===== config.mk =====
export PLATFORM = sky130hd
export DESIGN_NAME = rf_top
export DESIGN_NICKNAME = d
export VERILOG_FILES = /design/src/hw/rf_pkg.sv /design/src/hw/rf_if.sv /design/src/hw/csr_file.sv /design/src/hw/gpr_file.sv /design/src/hw/operand_stage.sv /design/src/hw/rf_top.sv
export VERILOG_INCLUDE_DIRS = /design/src /design/src/hw
export SDC_FILE = /design/constraint.sdc
export NUM_CORES = 1
export LEC_CHECK = 0
export BUFFER_PORTS_ARGS = -buffer_cell sky130_fd_sc_hd__buf_2
export CAP_MARGIN = 20
export CORE_MARGIN = 2
export CORE_UTILIZATION = 50
export CTS_CLUSTER_SIZE = 30
export DETAILED_ROUTE_END_ITERATION = 16
export GPL_TIMING_DRIVEN = 0
export PLACE_DENSITY = 0.68
export SETUP_SLACK_MARGIN = 0.2
export SYNTH_ARGS = -nofsm -noshare
export SYNTH_HDL_FRONTEND = slang
export SYNTH_SLANG_ARGS = --single-unit

===== constraint.sdc =====
create_clock -name clk -period 6.2 [get_ports clk]
set_input_delay 0.62 -clock clk [delete_from_list [all_inputs] [get_ports clk]]
set_output_delay 0.62 -clock clk [all_outputs]
set_load 0.005 [all_outputs]

===== src/hw/rf_consts.svh =====
`ifndef RF_CONSTS_SVH
`define RF_CONSTS_SVH

// ========================================
// register file geometry
// ========================================
`define RF_NUM_REGS     16            // rv32e general registers.

// ========================================
// machine-mode csr addresses
// ========================================
`define CSR_MSTATUS     12'h300
`define CSR_MTVEC       12'h305
`define CSR_MEPC        12'h341
`define CSR_MCAUSE      12'h342
`define CSR_MVENDORID   12'hF11
`define CSR_MARCHID     12'hF12

// reset and fixed values
`define MSTATUS_RESET   32'h0000_1800 // mpp = machine, also the ecall value.
`define MVENDORID_VAL   32'h7973_7978
`define MARCHID_VAL     32'h017D_C685
`define ECALL_CAUSE     32'd11        // environment call from m-mode.

// mstatus fields
`define MSTATUS_MIE     3
`define MSTATUS_MPIE    7
`define MSTATUS_MPP_LO  11            // mpp is two bits wide.

`endif


===== src/hw/rf_pkg.sv =====
package rf_pkg;

  // ========================================
  // data and index widths
  // ========================================
  typedef logic [31:0] xlen_t;      // one data word.
  typedef logic [4:0]  reg_idx_t;   // register field of the instruction.
  typedef logic [11:0] csr_addr_t;  // csr field of the instruction.

  // ========================================
  // operand stage control
  // ========================================
  typedef enum logic {
    IDLE = 1'b0,                    // waiting for a decode request.
    BUSY = 1'b1                     // operands held for execute.
  } stage_state_e;

endpackage


===== src/hw/rf_if.sv =====
// ========================================
// decode side read request
// ========================================
interface rd_req_if;

  rf_pkg::reg_idx_t  rs1;
  rf_pkg::reg_idx_t  rs2;
  rf_pkg::csr_addr_t csr_addr;
  logic              inst_ecall;   // read mtvec for the trap target.
  logic              inst_mret;    // read mepc for the return target.

  modport reader (
    input rs1,
    input rs2,
    input csr_addr,
    input inst_ecall,
    input inst_mret
  );

endinterface

// ========================================
// writeback strobe
// ========================================
interface wb_if;

  logic              valid;        // single-cycle strobe.
  rf_pkg::xlen_t     pc;
  rf_pkg::reg_idx_t  rd;
  logic              gpr_wen;
  rf_pkg::xlen_t     gpr_wdata;
  logic              csr_wen;
  rf_pkg::csr_addr_t csr_addr;
  rf_pkg::xlen_t     csr_wdata;
  logic              ecall;
  logic              mret;

  modport sink (
    input valid,
    input pc,
    input rd,
    input gpr_wen,
    input gpr_wdata,
    input csr_wen,
    input csr_addr,
    input csr_wdata,
    input ecall,
    input mret
  );

endinterface


===== src/hw/csr_file.sv =====
`include "rf_consts.svh"

module csr_file (
  input  logic          clk,
  input  logic          arst_n,
  rd_req_if.reader      rd_req,
  wb_if.sink            wb,
  output rf_pkg::xlen_t csr_rdata
);

  rf_pkg::xlen_t mtvec;
  rf_pkg::xlen_t mepc;
  rf_pkg::xlen_t mstatus;
  rf_pkg::xlen_t mcause;

  rf_pkg::xlen_t mstatus_mret;
  rf_pkg::xlen_t csr_sel;

  logic          do_ecall;
  logic          do_mret;
  logic          do_write;
  logic          mtvec_we;
  logic          mepc_we;
  logic          mstatus_we;
  logic          mcause_we;

  // ========================================
  // update selection
  // ========================================
  // ecall wins over mret, both win over an explicit write.
  assign do_ecall = wb.valid && wb.ecall;
  assign do_mret  = wb.valid && wb.mret && !wb.ecall;
  assign do_write = wb.valid && wb.csr_wen && !wb.ecall && !wb.mret;

  // identity and unknown addresses get no enable.
  assign mtvec_we   = do_write && (wb.csr_addr == `CSR_MTVEC);
  assign mepc_we    = do_write && (wb.csr_addr == `CSR_MEPC);
  assign mstatus_we = do_write && (wb.csr_addr == `CSR_MSTATUS);
  assign mcause_we  = do_write && (wb.csr_addr == `CSR_MCAUSE);

  always_comb begin
    mstatus_mret                          = mstatus;
    mstatus_mret[`MSTATUS_MIE]            = mstatus[`MSTATUS_MPIE];
    mstatus_mret[`MSTATUS_MPIE]           = 1'b1;
    mstatus_mret[`MSTATUS_MPP_LO +: 2]    = 2'b00;  // back to least privilege.
  end

  // ========================================
  // csr registers
  // ========================================
  always_ff @(posedge clk or negedge arst_n) begin
    if (!arst_n) begin
      mtvec <= '0;
    end else if (mtvec_we) begin
      mtvec <= wb.csr_wdata;
    end
  end

  always_ff @(posedge clk or negedge arst_n) begin
    if (!arst_n) begin
      mepc <= '0;
    end else if (do_ecall) begin
      mepc <= wb.pc;                // address of the ecall itself.
    end else if (mepc_we) begin
      mepc <= wb.csr_wdata;
    end
  end

  always_ff @(posedge clk or negedge arst_n) begin
    if (!arst_n) begin
      mcause <= '0;
    end else if (do_ecall) begin
      mcause <= `ECALL_CAUSE;
    end else if (mcause_we) begin
      mcause <= wb.csr_wdata;
    end
  end

  always_ff @(posedge clk or negedge arst_n) begin
    if (!arst_n) begin
      mstatus <= `MSTATUS_RESET;
    end else if (do_ecall) begin
      mstatus <= `MSTATUS_RESET;
    end else if (do_mret) begin
      mstatus <= mstatus_mret;
    end else if (mstatus_we) begin
      mstatus <= wb.csr_wdata;
    end
  end

  // ========================================
  // read side
  // ========================================
  always_comb begin
    case (rd_req.csr_addr)
      `CSR_MSTATUS:   csr_sel = mstatus;
      `CSR_MTVEC:     csr_sel = mtvec;
      `CSR_MEPC:      csr_sel = mepc;
      `CSR_MCAUSE:    csr_sel = mcause;
      `CSR_MVENDORID: csr_sel = `MVENDORID_VAL;
      `CSR_MARCHID:   csr_sel = `MARCHID_VAL;
      default:        csr_sel = '0;
    endcase
  end

  // trap instructions need their target, not the addressed csr.
  assign csr_rdata = rd_req.inst_ecall ? mtvec :
                     rd_req.inst_mret  ? mepc  :
                     csr_sel;

endmodule


===== src/hw/gpr_file.sv =====
`include "rf_consts.svh"

module gpr_file (
  input  logic          clk,
  input  logic          arst_n,
  rd_req_if.reader      rd_req,
  wb_if.sink            wb,
  output rf_pkg::xlen_t rdata1,
  output rf_pkg::xlen_t rdata2
);

  localparam int IDX_W = $clog2(`RF_NUM_REGS);

  rf_pkg::xlen_t regs [`RF_NUM_REGS];
  logic          wr_en;

  // x0 is never written, indices past x15 do not exist in rv32e.
  assign wr_en = wb.valid && wb.gpr_wen && (wb.rd != '0) && (wb.rd < `RF_NUM_REGS);

  always_ff @(posedge clk or negedge arst_n) begin
    if (!arst_n) begin
      for (int i = 0; i < `RF_NUM_REGS; i++) begin
        regs[i] <= '0;
      end
    end else if (wr_en) begin
      regs[wb.rd[IDX_W-1:0]] <= wb.gpr_wdata;
    end
  end

  // ========================================
  // read ports
  // ========================================
  function automatic rf_pkg::xlen_t read_reg(input rf_pkg::reg_idx_t idx);
    rf_pkg::xlen_t val;
    val = '0;
    if ((idx != '0) && (idx < `RF_NUM_REGS)) begin
      val = regs[idx[IDX_W-1:0]];
    end
    return val;
  endfunction

  always_comb begin
    rdata1 = read_reg(rd_req.rs1);  // old value on a same-edge write.
    rdata2 = read_reg(rd_req.rs2);
  end

endmodule


===== src/hw/operand_stage.sv =====
module operand_stage (
  input  logic          clk,
  input  logic          arst_n,
  input  logic          idu_valid,
  input  logic          exu_ready,
  input  rf_pkg::xlen_t gpr_rdata1,
  input  rf_pkg::xlen_t gpr_rdata2,
  input  rf_pkg::xlen_t csr_rdata,
  output logic          gpr_ready,
  output logic          gpr_valid,
  output rf_pkg::xlen_t src1,
  output rf_pkg::xlen_t src2,
  output rf_pkg::xlen_t csr_data
);

  rf_pkg::stage_state_e state;
  rf_pkg::stage_state_e next_state;
  logic                 capture;
  logic                 release_op;

  assign capture    = (state == rf_pkg::IDLE) && idu_valid;
  assign release_op = (state == rf_pkg::BUSY) && exu_ready;

  // ========================================
  // state machine
  // ========================================
  always_comb begin
    next_state = state;
    case (state)
      rf_pkg::IDLE: begin
        if (capture) begin
          next_state = rf_pkg::BUSY;
        end
      end
      rf_pkg::BUSY: begin
        if (release_op) begin
          next_state = rf_pkg::IDLE;
        end
      end
      default: next_state = rf_pkg::IDLE;
    endcase
  end

  always_ff @(posedge clk or negedge arst_n) begin
    if (!arst_n) begin
      state <= rf_pkg::IDLE;
    end else begin
      state <= next_state;
    end
  end

  // ========================================
  // operand registers
  // ========================================
  // sampled before any writeback landing on the same edge.
  always_ff @(posedge clk) begin
    if (capture) begin
      src1     <= gpr_rdata1;
      src2     <= gpr_rdata2;
      csr_data <= csr_rdata;
    end
  end

  assign gpr_ready = (state == rf_pkg::IDLE);
  assign gpr_valid = (state == rf_pkg::BUSY);  // held until execute takes it.

endmodule


===== src/hw/rf_top.sv =====
module rf_top (
  input  logic              clk,
  input  logic              arst_n,

  // decode side
  input  logic              idu_valid,
  input  rf_pkg::reg_idx_t  rs1,
  input  rf_pkg::reg_idx_t  rs2,
  input  rf_pkg::csr_addr_t csr_addr,
  input  logic              inst_ecall,
  input  logic              inst_mret,

  // execute side
  input  logic              exu_ready,

  // writeback side
  input  logic              wbu_valid,
  input  rf_pkg::xlen_t     wb_pc,
  input  rf_pkg::reg_idx_t  wb_rd,
  input  logic              wb_gpr_wen,
  input  rf_pkg::xlen_t     wb_gpr_wdata,
  input  logic              wb_csr_wen,
  input  rf_pkg::csr_addr_t wb_csr_addr,
  input  rf_pkg::xlen_t     wb_csr_wdata,
  input  logic              wb_ecall,
  input  logic              wb_mret,

  output logic              gpr_ready,
  output logic              gpr_valid,
  output rf_pkg::xlen_t     src1,
  output rf_pkg::xlen_t     src2,
  output rf_pkg::xlen_t     csr_data
);

  rf_pkg::xlen_t gpr_rdata1;
  rf_pkg::xlen_t gpr_rdata2;
  rf_pkg::xlen_t csr_rdata;

  // ========================================
  // interface bundles
  // ========================================
  rd_req_if rd_req ();
  wb_if     wb ();

  assign rd_req.rs1        = rs1;
  assign rd_req.rs2        = rs2;
  assign rd_req.csr_addr   = csr_addr;
  assign rd_req.inst_ecall = inst_ecall;
  assign rd_req.inst_mret  = inst_mret;

  assign wb.valid     = wbu_valid;
  assign wb.pc        = wb_pc;
  assign wb.rd        = wb_rd;
  assign wb.gpr_wen   = wb_gpr_wen;
  assign wb.gpr_wdata = wb_gpr_wdata;
  assign wb.csr_wen   = wb_csr_wen;
  assign wb.csr_addr  = wb_csr_addr;
  assign wb.csr_wdata = wb_csr_wdata;
  assign wb.ecall     = wb_ecall;
  assign wb.mret      = wb_mret;

  // ========================================
  // storage and stage
  // ========================================
  gpr_file u_gpr_file (
    .clk    (clk),
    .arst_n (arst_n),
    .rd_req (rd_req.reader),
    .wb     (wb.sink),
    .rdata1 (gpr_rdata1),
    .rdata2 (gpr_rdata2)
  );

  csr_file u_csr_file (
    .clk       (clk),
    .arst_n    (arst_n),
    .rd_req    (rd_req.reader),
    .wb        (wb.sink),
    .csr_rdata (csr_rdata)
  );

  operand_stage u_operand_stage (
    .clk        (clk),
    .arst_n     (arst_n),
    .idu_valid  (idu_valid),
    .exu_ready  (exu_ready),
    .gpr_rdata1 (gpr_rdata1),
    .gpr_rdata2 (gpr_rdata2),
    .csr_rdata  (csr_rdata),
    .gpr_ready  (gpr_ready),
    .gpr_valid  (gpr_valid),
    .src1       (src1),
    .src2       (src2),
    .csr_data   (csr_data)
  );

endmodule


==> flow_metrics.py, run 1 <==
metrics = {
    "status": {
        "outcome": "finished, final reports clean",
    },
    "power_and_ir_drop": {
        "ir_drop_mv": 0.220,
        "swShare_pct": 26.8,
        "p_sw_w": 0.00342,
        "leakagePower_nw": 19.8,
        "power_density_mw_per_mm2": 294,
        "seqPwrFrac_pct": 45.3,
        "power_frac_comb_pct": 14.2,
        "p_int_w": 0.00931,
        "pwr-share-clk_pct": 40.6,
    },
    "finish": {
        "layout-drive-gt1-share_pct": 21.4,
        "nets": 3406,
        "n_fill_cell": 6030,
        "fin_cells": 4306,
        "syn2layout_area_growth_pct": 14.7,
    },
    "worst_hold_path": {
        "hold_path_end": "u_operand_stage.gpr_valid",
        "min_path_type": "in2reg",
        "worstHoldPathCells": 2,
        "min_from": "exu_ready",
    },
    "clock_network": {
        "cts_max_path_buffers": 3,
        "cts_made_buffers": 81,
        "htreeDepth": 3,
        "clk_latency_ns": 0.65,
        "path_clk_slew_ns": 0.06,
        "tritoncts": "done",
        "cts_post_setup_buffers_inserted": 0,
        "cts_hold_buf": 1,
        "cts_root_buf": "clkbuf_16",
        "cts.sinks": 737,
        "cts_resized": 0,
    },
    "critical_path": {
        "critPathKind": "in2reg",
        "critPathRequiredTime_ns": 6.59,
        "crit_path_top_delay_cell": "buf_1",
        "cp-end-kind": "flip-flop",
        "rrSetupSlack_ns": 4.27,
        "path_max_fanout": 10,
        "critPathArrivalTime_ns": 4.07,
        "slowest_delay_ns": 0.87,
        "path_buf_inv": 5,
        "start_kind": "input port",
        "crit_path_frequent_cell": "clkbuf_1",
        "path_cells": "clkbuf_1 > clkbuf_1 > buf_6 > buf_1 > clkbuf_1 > a211oi_1 > o32ai_1",
        "r2r-end": "u_operand_stage.src2[7]",
        "r2r_cells": 3,
        "r2r-start": "u_gpr_file.regs[455]",
        "cp_top_family": "buffers and inverters",
    },
    "place": {
        "dpl.hpwl_microns": 92100,
        "pre_cts_slack_ns": 1.93,
        "portBuffers": 236,
        "gp_congestion": 0.967,
        "dp.cells": 4141,
    },
    "sta": {
        "setup-violations-final": 0,
        "layout_setup_ws_ns": 2.53,
        "tightest_slew_ns": 1.20,
        "fmax_mhz": 272,
        "slew_headroom_pct": 19.9,
        "hold_violations": 0,
        "maxSlewViolCount": 0,
        "worst_clock_skew_ns": 0.0280,
        "finalSetupTns_ns": 0,
        "rsz0062_at_grt": "no",
        "final.min_clock_period_ns": 3.67,
        "fin_crit_sh_pct": 59.2,
    },
    "synth": {
        "synth_cells": 2925,
        "synth_nets": 3071,
        "ys_seq_area_share_pct": 50.2,
        "synth_edf_count": 96,
        "yosys_most_used_dff": "dfrtp_1",
        "syn-cell-area_sq_mm": 0.0377,
        "ys_types": 63,
        "synth_async_sr_flop_share_pct": 87.0,
        "yosys_warnings": 0,
        "postSynthAreaPerCell_sq_um": 12.9,
        "synth-seq-cells": 737,
    },
    "global_routing": {
        "grt_max_degree": 127,
        "grt_usage_pct": 33.1,
        "grt_pass1_vias": 28800,
        "antenna_found_initial": 14,
        "overflow": 0,
        "grt_pass1_wl_microns": 189000,
    },
    "die": {
        "die_h_microns": 278,
        "initial_utilization_pct": 50.5,
        "rows": 100,
        "die_x_microns": 278,
        "io_pins": 244,
        "die-area_sq_mm": 0.0775,
        "core_sq_mm": 0.0746,
    },
    "drt": {
        "drc": 0,
        "firstDrtPassIters": 6,
        "drtIter0Drc": 3120,
        "wl_microns": 128000,
        "avgRoutedWirePerCell_microns": 29.8,
        "via_count": 28100,
        "ant_nets": 0,
        "via_per_inst": 6.52,
    },
    "flow_run": {
        "maxCapViolations": 0,
    },
}
[synth_stat cells, types with 5 or more instances]
library cell  number  area [sq um]
dfrtp_1          639         16000
mux2_1           521          5870
mux2i_1          242          2420
nand2_1          195           732
clkbuf_1         174           653
mux4_2           128          2880
a21oi_1          122           611
o21ai_0          102           510
edfxtp_1          96          2880
mux2_2            76           856
buf_2             72           360
nor2_1            67           251
a211oi_1          63           473
o21ai_1           57           285
nor2b_1           41           257
buf_1             38           143
a22oi_1           31           233
a31o_1            26           228
a32oi_1           26           228
o22ai_1           23           144
o32ai_1           23           201
o211ai_2          20           250
a22o_1            18           158
inv_1             13          48.8
nand3_1           12          60.1
nand2b_1           9          56.3
a221o_1            8          80.1
a22oi_2            8           100
o211ai_1           7          52.6
buf_4              6          45.0
or4_1              5          37.5
[area by class of cell]
type	count	area, sq um	share of cell area [%]
clock buffers	113	2310	5.35
clock inverters	38	515	1.19
diodes	9	22.5	0.0521
multi-input cells	1881	17500	40.4
repair buffers	252	1490	3.44
inverters	15	56.3	0.130
plain buffers	292	1220	2.83
well taps	969	1210	2.81
flip-flops and latches	737	18900	43.8
[logic make-up (layout without fill, tap and decap cells)]
group                  count (synthesis)  count (layout)  share of synthesized area (%)
AND/OR/NAND/NOR                      372             372                           4.76
multiplexers                         967             967                           31.9
AO/OA/AOI/OAI                        542             542                           9.66
buffers and inverters                307             710                           3.40
flip-flops                           737             737                           50.2
other                                  0               9                              0
[sequential cells by signal, indices dropped and copies added (netlist names)]
register,cells
u_csr_file.mcause,32
u_csr_file.mepc,32
u_csr_file.mstatus,32
u_csr_file.mtvec,32
u_gpr_file.regs,512
u_operand_stage.csr_data,32
u_operand_stage.gpr_valid,1
u_operand_stage.src1,32
u_operand_stage.src2,32
[layer usage]
| metal | track usage, % | share of wire (%) |
|---|---|---|
| met2 | 51.2 | 46 |
| met1 | 43.6 | 40 |
| met3 | 7.28 | 8.6 |
| met4 | 18.2 | 5.8 |
| met5 | 0 | 0.058 |
[worst reg2reg max path, delay by kind of cell, from the launching register on]
family          cells  cell delay (ns)
compound gates      1             0.22
flops               1             0.41
mux                 2             0.99
[worst max-delay path by stage]
stage                         start                          end  depth (start not counted)
final                        rs2[1]     u_operand_stage.src2[28]                          7
after global routing         rs2[1]     u_operand_stage.src2[28]                          7
after CTS                    rs2[1]     u_operand_stage.src2[28]                          6
after detailed placement     rs2[1]     u_operand_stage.src2[28]                          6
after global placement       arst_n         u_gpr_file.regs[154]                          1
after floorplan           idu_valid  u_operand_stage.csr_data[0]                          1
[through the flow]
step	power [W]	util [%]	hold WS, ns	instance area [sq um]
after floorplan	0.00684	-	0.324	37700
after global placement	0.00748	53.7	0.453	40100
after global routing	0.0131	57.9	0.137	43200
final	0.0127	58.0	0.138	43200
after detailed placement	0.00760	54.1	0.469	40300
after CTS	0.0127	57.9	0.122	43200
[power by group through the flow]
stage / Sequential, W / Clock [W] / Combinational (W)
3_5_place_dp: 0.00583 / 0 / 0.00177
3_3_place_gp: 0.00579 / 0 / 0.00169
2_1_floorplan: 0.00573 / 0 / 0.00110
4_1_cts: 0.00574 / 0.00519 / 0.00178
5_1_grt: 0.00581 / 0.00541 / 0.00192
6_report: 0.00576 / 0.00516 / 0.00180
[cells in the final DEF (no fill, tap or decap), types with 26 or more instances in the layout]
master       n
dfrtp_1    639
mux2_1     521
buf_2      309
mux2i_1    242
nand2_1    195
clkbuf_1   194
mux4_2     128
a21oi_1    122
o21ai_0    102
edfxtp_1    96
clkbuf_16   85
mux2_2      76
nor2_1      67
a211oi_1    63
o21ai_1     57
nor2b_1     40
buf_1       38
a22oi_1     31
a32oi_1     26
a31o_1      26
Power figures use the tool's default switching activity.
==> run 2: changes to the inputs <==
==> constraint.sdc (replaced) <==
create_clock -name clk -period 3.6 [get_ports clk]
set_input_delay 0.36 -clock clk [delete_from_list [all_inputs] [get_ports clk]]
set_output_delay 0.36 -clock clk [all_outputs]
set_load 0.005 [all_outputs]
==> run 2 against run 1 <==
  * Hold slack got worse by 0.12 ns
  * Clock-buffer cell count increased by 6
  * First-iteration DRC count increased by 7.1%
  * Die area unchanged
  * Utilization increased by 0.48 points
  * Sequential power increased by 72%
  * Via count increased by 0.59%
  * Sequential share of layout area decreased by 0.36 points
  * Design area increased by 0.82%
  * Clock power increased by 68%
  * Largest power group unchanged
==> flow_metrics.py, run 2 (synthesis results as in run 1) <==
metrics = {
    "global_routing": {
        "grt_max_degree": 131,
        "grt_pass1_vias": 28900,
        "grt_use_met2_pct": 50.2,
        "grt_usage_pct": 33.2,
        "overflow": 0,
        "antenna_found_initial": 9,
        "grt_pass1_wl_microns": 189000,
        "grt_use_met1_pct": 44.0,
        "met3_usage_pct": 7.45,
        "grt.busiest_layer": "met2",
    },
    "clock_network": {
        "cts_made_buffers": 83,
        "clk_latency_ns": 0.65,
        "cts_max_path_buffers": 3,
        "htreeDepth": 3,
        "cts_root_buf": "clkbuf_16",
        "tritoncts": "done",
        "cts.sinks": 737,
        "cts_post_setup_buffers_inserted": 0,
        "path_clk_slew_ns": 0.06,
    },
    "power_and_ir_drop": {
        "ir_drop_mv": 0.413,
        "power_density_mw_per_mm2": 499,
        "leakagePower_nw": 19.9,
    },
    "sta": {
        "final.min_clock_period_ns": 3.37,
        "rsz0062_at_grt": "no",
        "hold_violations": 0,
        "maxSlewViolCount": 0,
        "holdWs_ns": 0.0141,
        "layout_setup_ws_ns": 0.228,
        "slew_headroom_pct": 16.1,
        "fin_crit_sh_pct": 93.7,
        "fmax_mhz": 297,
        "worst_clock_skew_ns": 0.0358,
        "setup-violations-final": 0,
        "tightest_slew_ns": 1.26,
    },
    "die": {
        "io_pins": 244,
        "rows": 100,
        "initial_utilization_pct": 50.5,
        "die-area_sq_mm": 0.0775,
        "die_h_microns": 278,
        "core_sq_mm": 0.0746,
        "die_x_microns": 278,
    },
    "finish": {
        "syn2layout_area_growth_pct": 15.7,
        "post-route-util_pct": 58.4,
        "final_common_cell": "dfrtp_1",
        "largest_reg_flops": 512,
        "final_cell_mix": "639 x dfrtp_1, 521 x mux2_1, 307 x buf_2",
        "top_register": "u_gpr_file.regs",
        "layout-drive-gt1-share_pct": 21.0,
        "nets": 3452,
    },
    "drt": {
        "wl_microns": 129000,
        "ant_nets": 0,
        "drtIter0Drc": 3341,
        "via_count": 28200,
        "avgRoutedWirePerCell_microns": 29.8,
        "firstDrtPassIters": 5,
        "drc": 0,
        "via_per_inst": 6.50,
    },
    "critical_path": {
        "crit_path_top_delay_cell": "buf_1",
        "slowest_delay_ns": 0.88,
        "path_max_fanout": 10,
        "critPathRequiredTime_ns": 3.98,
        "cp-end-kind": "flip-flop",
        "path_cells": "clkbuf_1 > clkbuf_2 > buf_1 > clkbuf_1 > a211oi_1 > o32ai_1",
        "crit_path_frequent_cell": "clkbuf_1",
        "start_kind": "input port",
        "critPathArrivalTime_ns": 3.75,
        "critPathKind": "in2reg",
    },
    "worst_hold_path": {
        "min_path_type": "in2reg",
    },
    "flow_run": {
        "maxCapViolations": 0,
    },
    "place": {
        "portBuffers": 236,
        "gp_congestion": 0.956,
        "pre_cts_slack_ns": -0.561,
        "dpl.hpwl_microns": 92100,
    },
    "status": {
        "outcome": "finished, final reports clean",
    },
}
-- run 2: cell types whose count changed in the layout (fill, tap and decap cells not counted), moves of 2 or more --
| cell | before | now |
|---|---|---|
| buf_2 | 309 | 307 |
| buf_6 | 5 | 2 |
| bufinv_16 | 11 | 7 |
| clkbuf_8 | 8 | 11 |
| clkinv_2 | 13 | 11 |
| clkinvlp_4 | 0 | 3 |
| diode_2 | 9 | 4 |
| dlygate4sd3_1 | 1 | 50 |
| inv_16 | 2 | 0 |
| inv_6 | 3 | 1 |
-- run 2: final cells by class --
| cell class | instances | area, sq um |
|---|---|---|
| well taps | 969 | 1210 |
| flip-flops and latches | 737 | 18900 |
| repair buffers | 296 | 1930 |
| clock inverters | 32 | 362 |
| plain buffers | 292 | 1220 |
| inverters | 15 | 56.3 |
| multi-input cells | 1881 | 17500 |
| fillers | 5986 | 31000 |
| clock buffers | 119 | 2390 |
| diodes | 4 | 10.0 |
-- run 2: stage by stage --
stage	std cells	power, W	setup TNS (ns)	cell area (sq um)
finish	4345	0.0217	0	43600
global route	4341	0.0224	0	43600
CTS	4340	0.0217	0	43600
detailed placement	4139	0.0131	-6.30	40300
global placement	4130	0.0129	-6988.61	40100
floorplan	2925	0.0118	0	37700
-- run 2: what timing repair did --
action | 4_1_cts | 5_1_grt
endpoints found under the hold margin | 175 | 0
resized for setup | 1 | 0
hold buffers | 50 | 0
setup endpoints to repair | 3 | 0
-- run 2: worst max-delay path: cells and delay by family --
kind                   cells  cell delay [ns]
AO/OA/AOI/OAI              2             0.76
buffers and inverters      4             2.62
-- run 2: where the power goes --
group / total, W / internal, W / switching (W)
logic: 0.00315 / 0.00142 / 0.00173
registers: 0.00993 / 0.00933 / 0.000596
clock network: 0.00867 / 0.00511 / 0.00356
total: 0.0217 / 0.0159 / 0.00588
-- run 2: path summary, 6_finish.rpt --
path / from / to / slack, ns / cells after the start
min in group asynchronous: arst_n / u_csr_file.mcause[16] / 0.39 / 2
min reg2reg: u_gpr_file.regs[491] / u_gpr_file.regs[491] / 0.48 / 1
max in group asynchronous: arst_n / u_gpr_file.regs[219] / 1.17 / 5
min: wb_gpr_wdata[22] / u_gpr_file.regs[342] / 0.01 / 2
max reg2reg: u_operand_stage.gpr_valid / u_operand_stage.src2[24] / 1.58 / 4
max: rs2[1] / u_operand_stage.src2[28] / 0.23 / 6
-- run 2: routing by layer --
layer	vias to the layer above	share of wire, %
met2	1527	45
met5	-	0.054
met3	412	8.5
met1	14600	40
met4	10	6.5
li1	11700	-
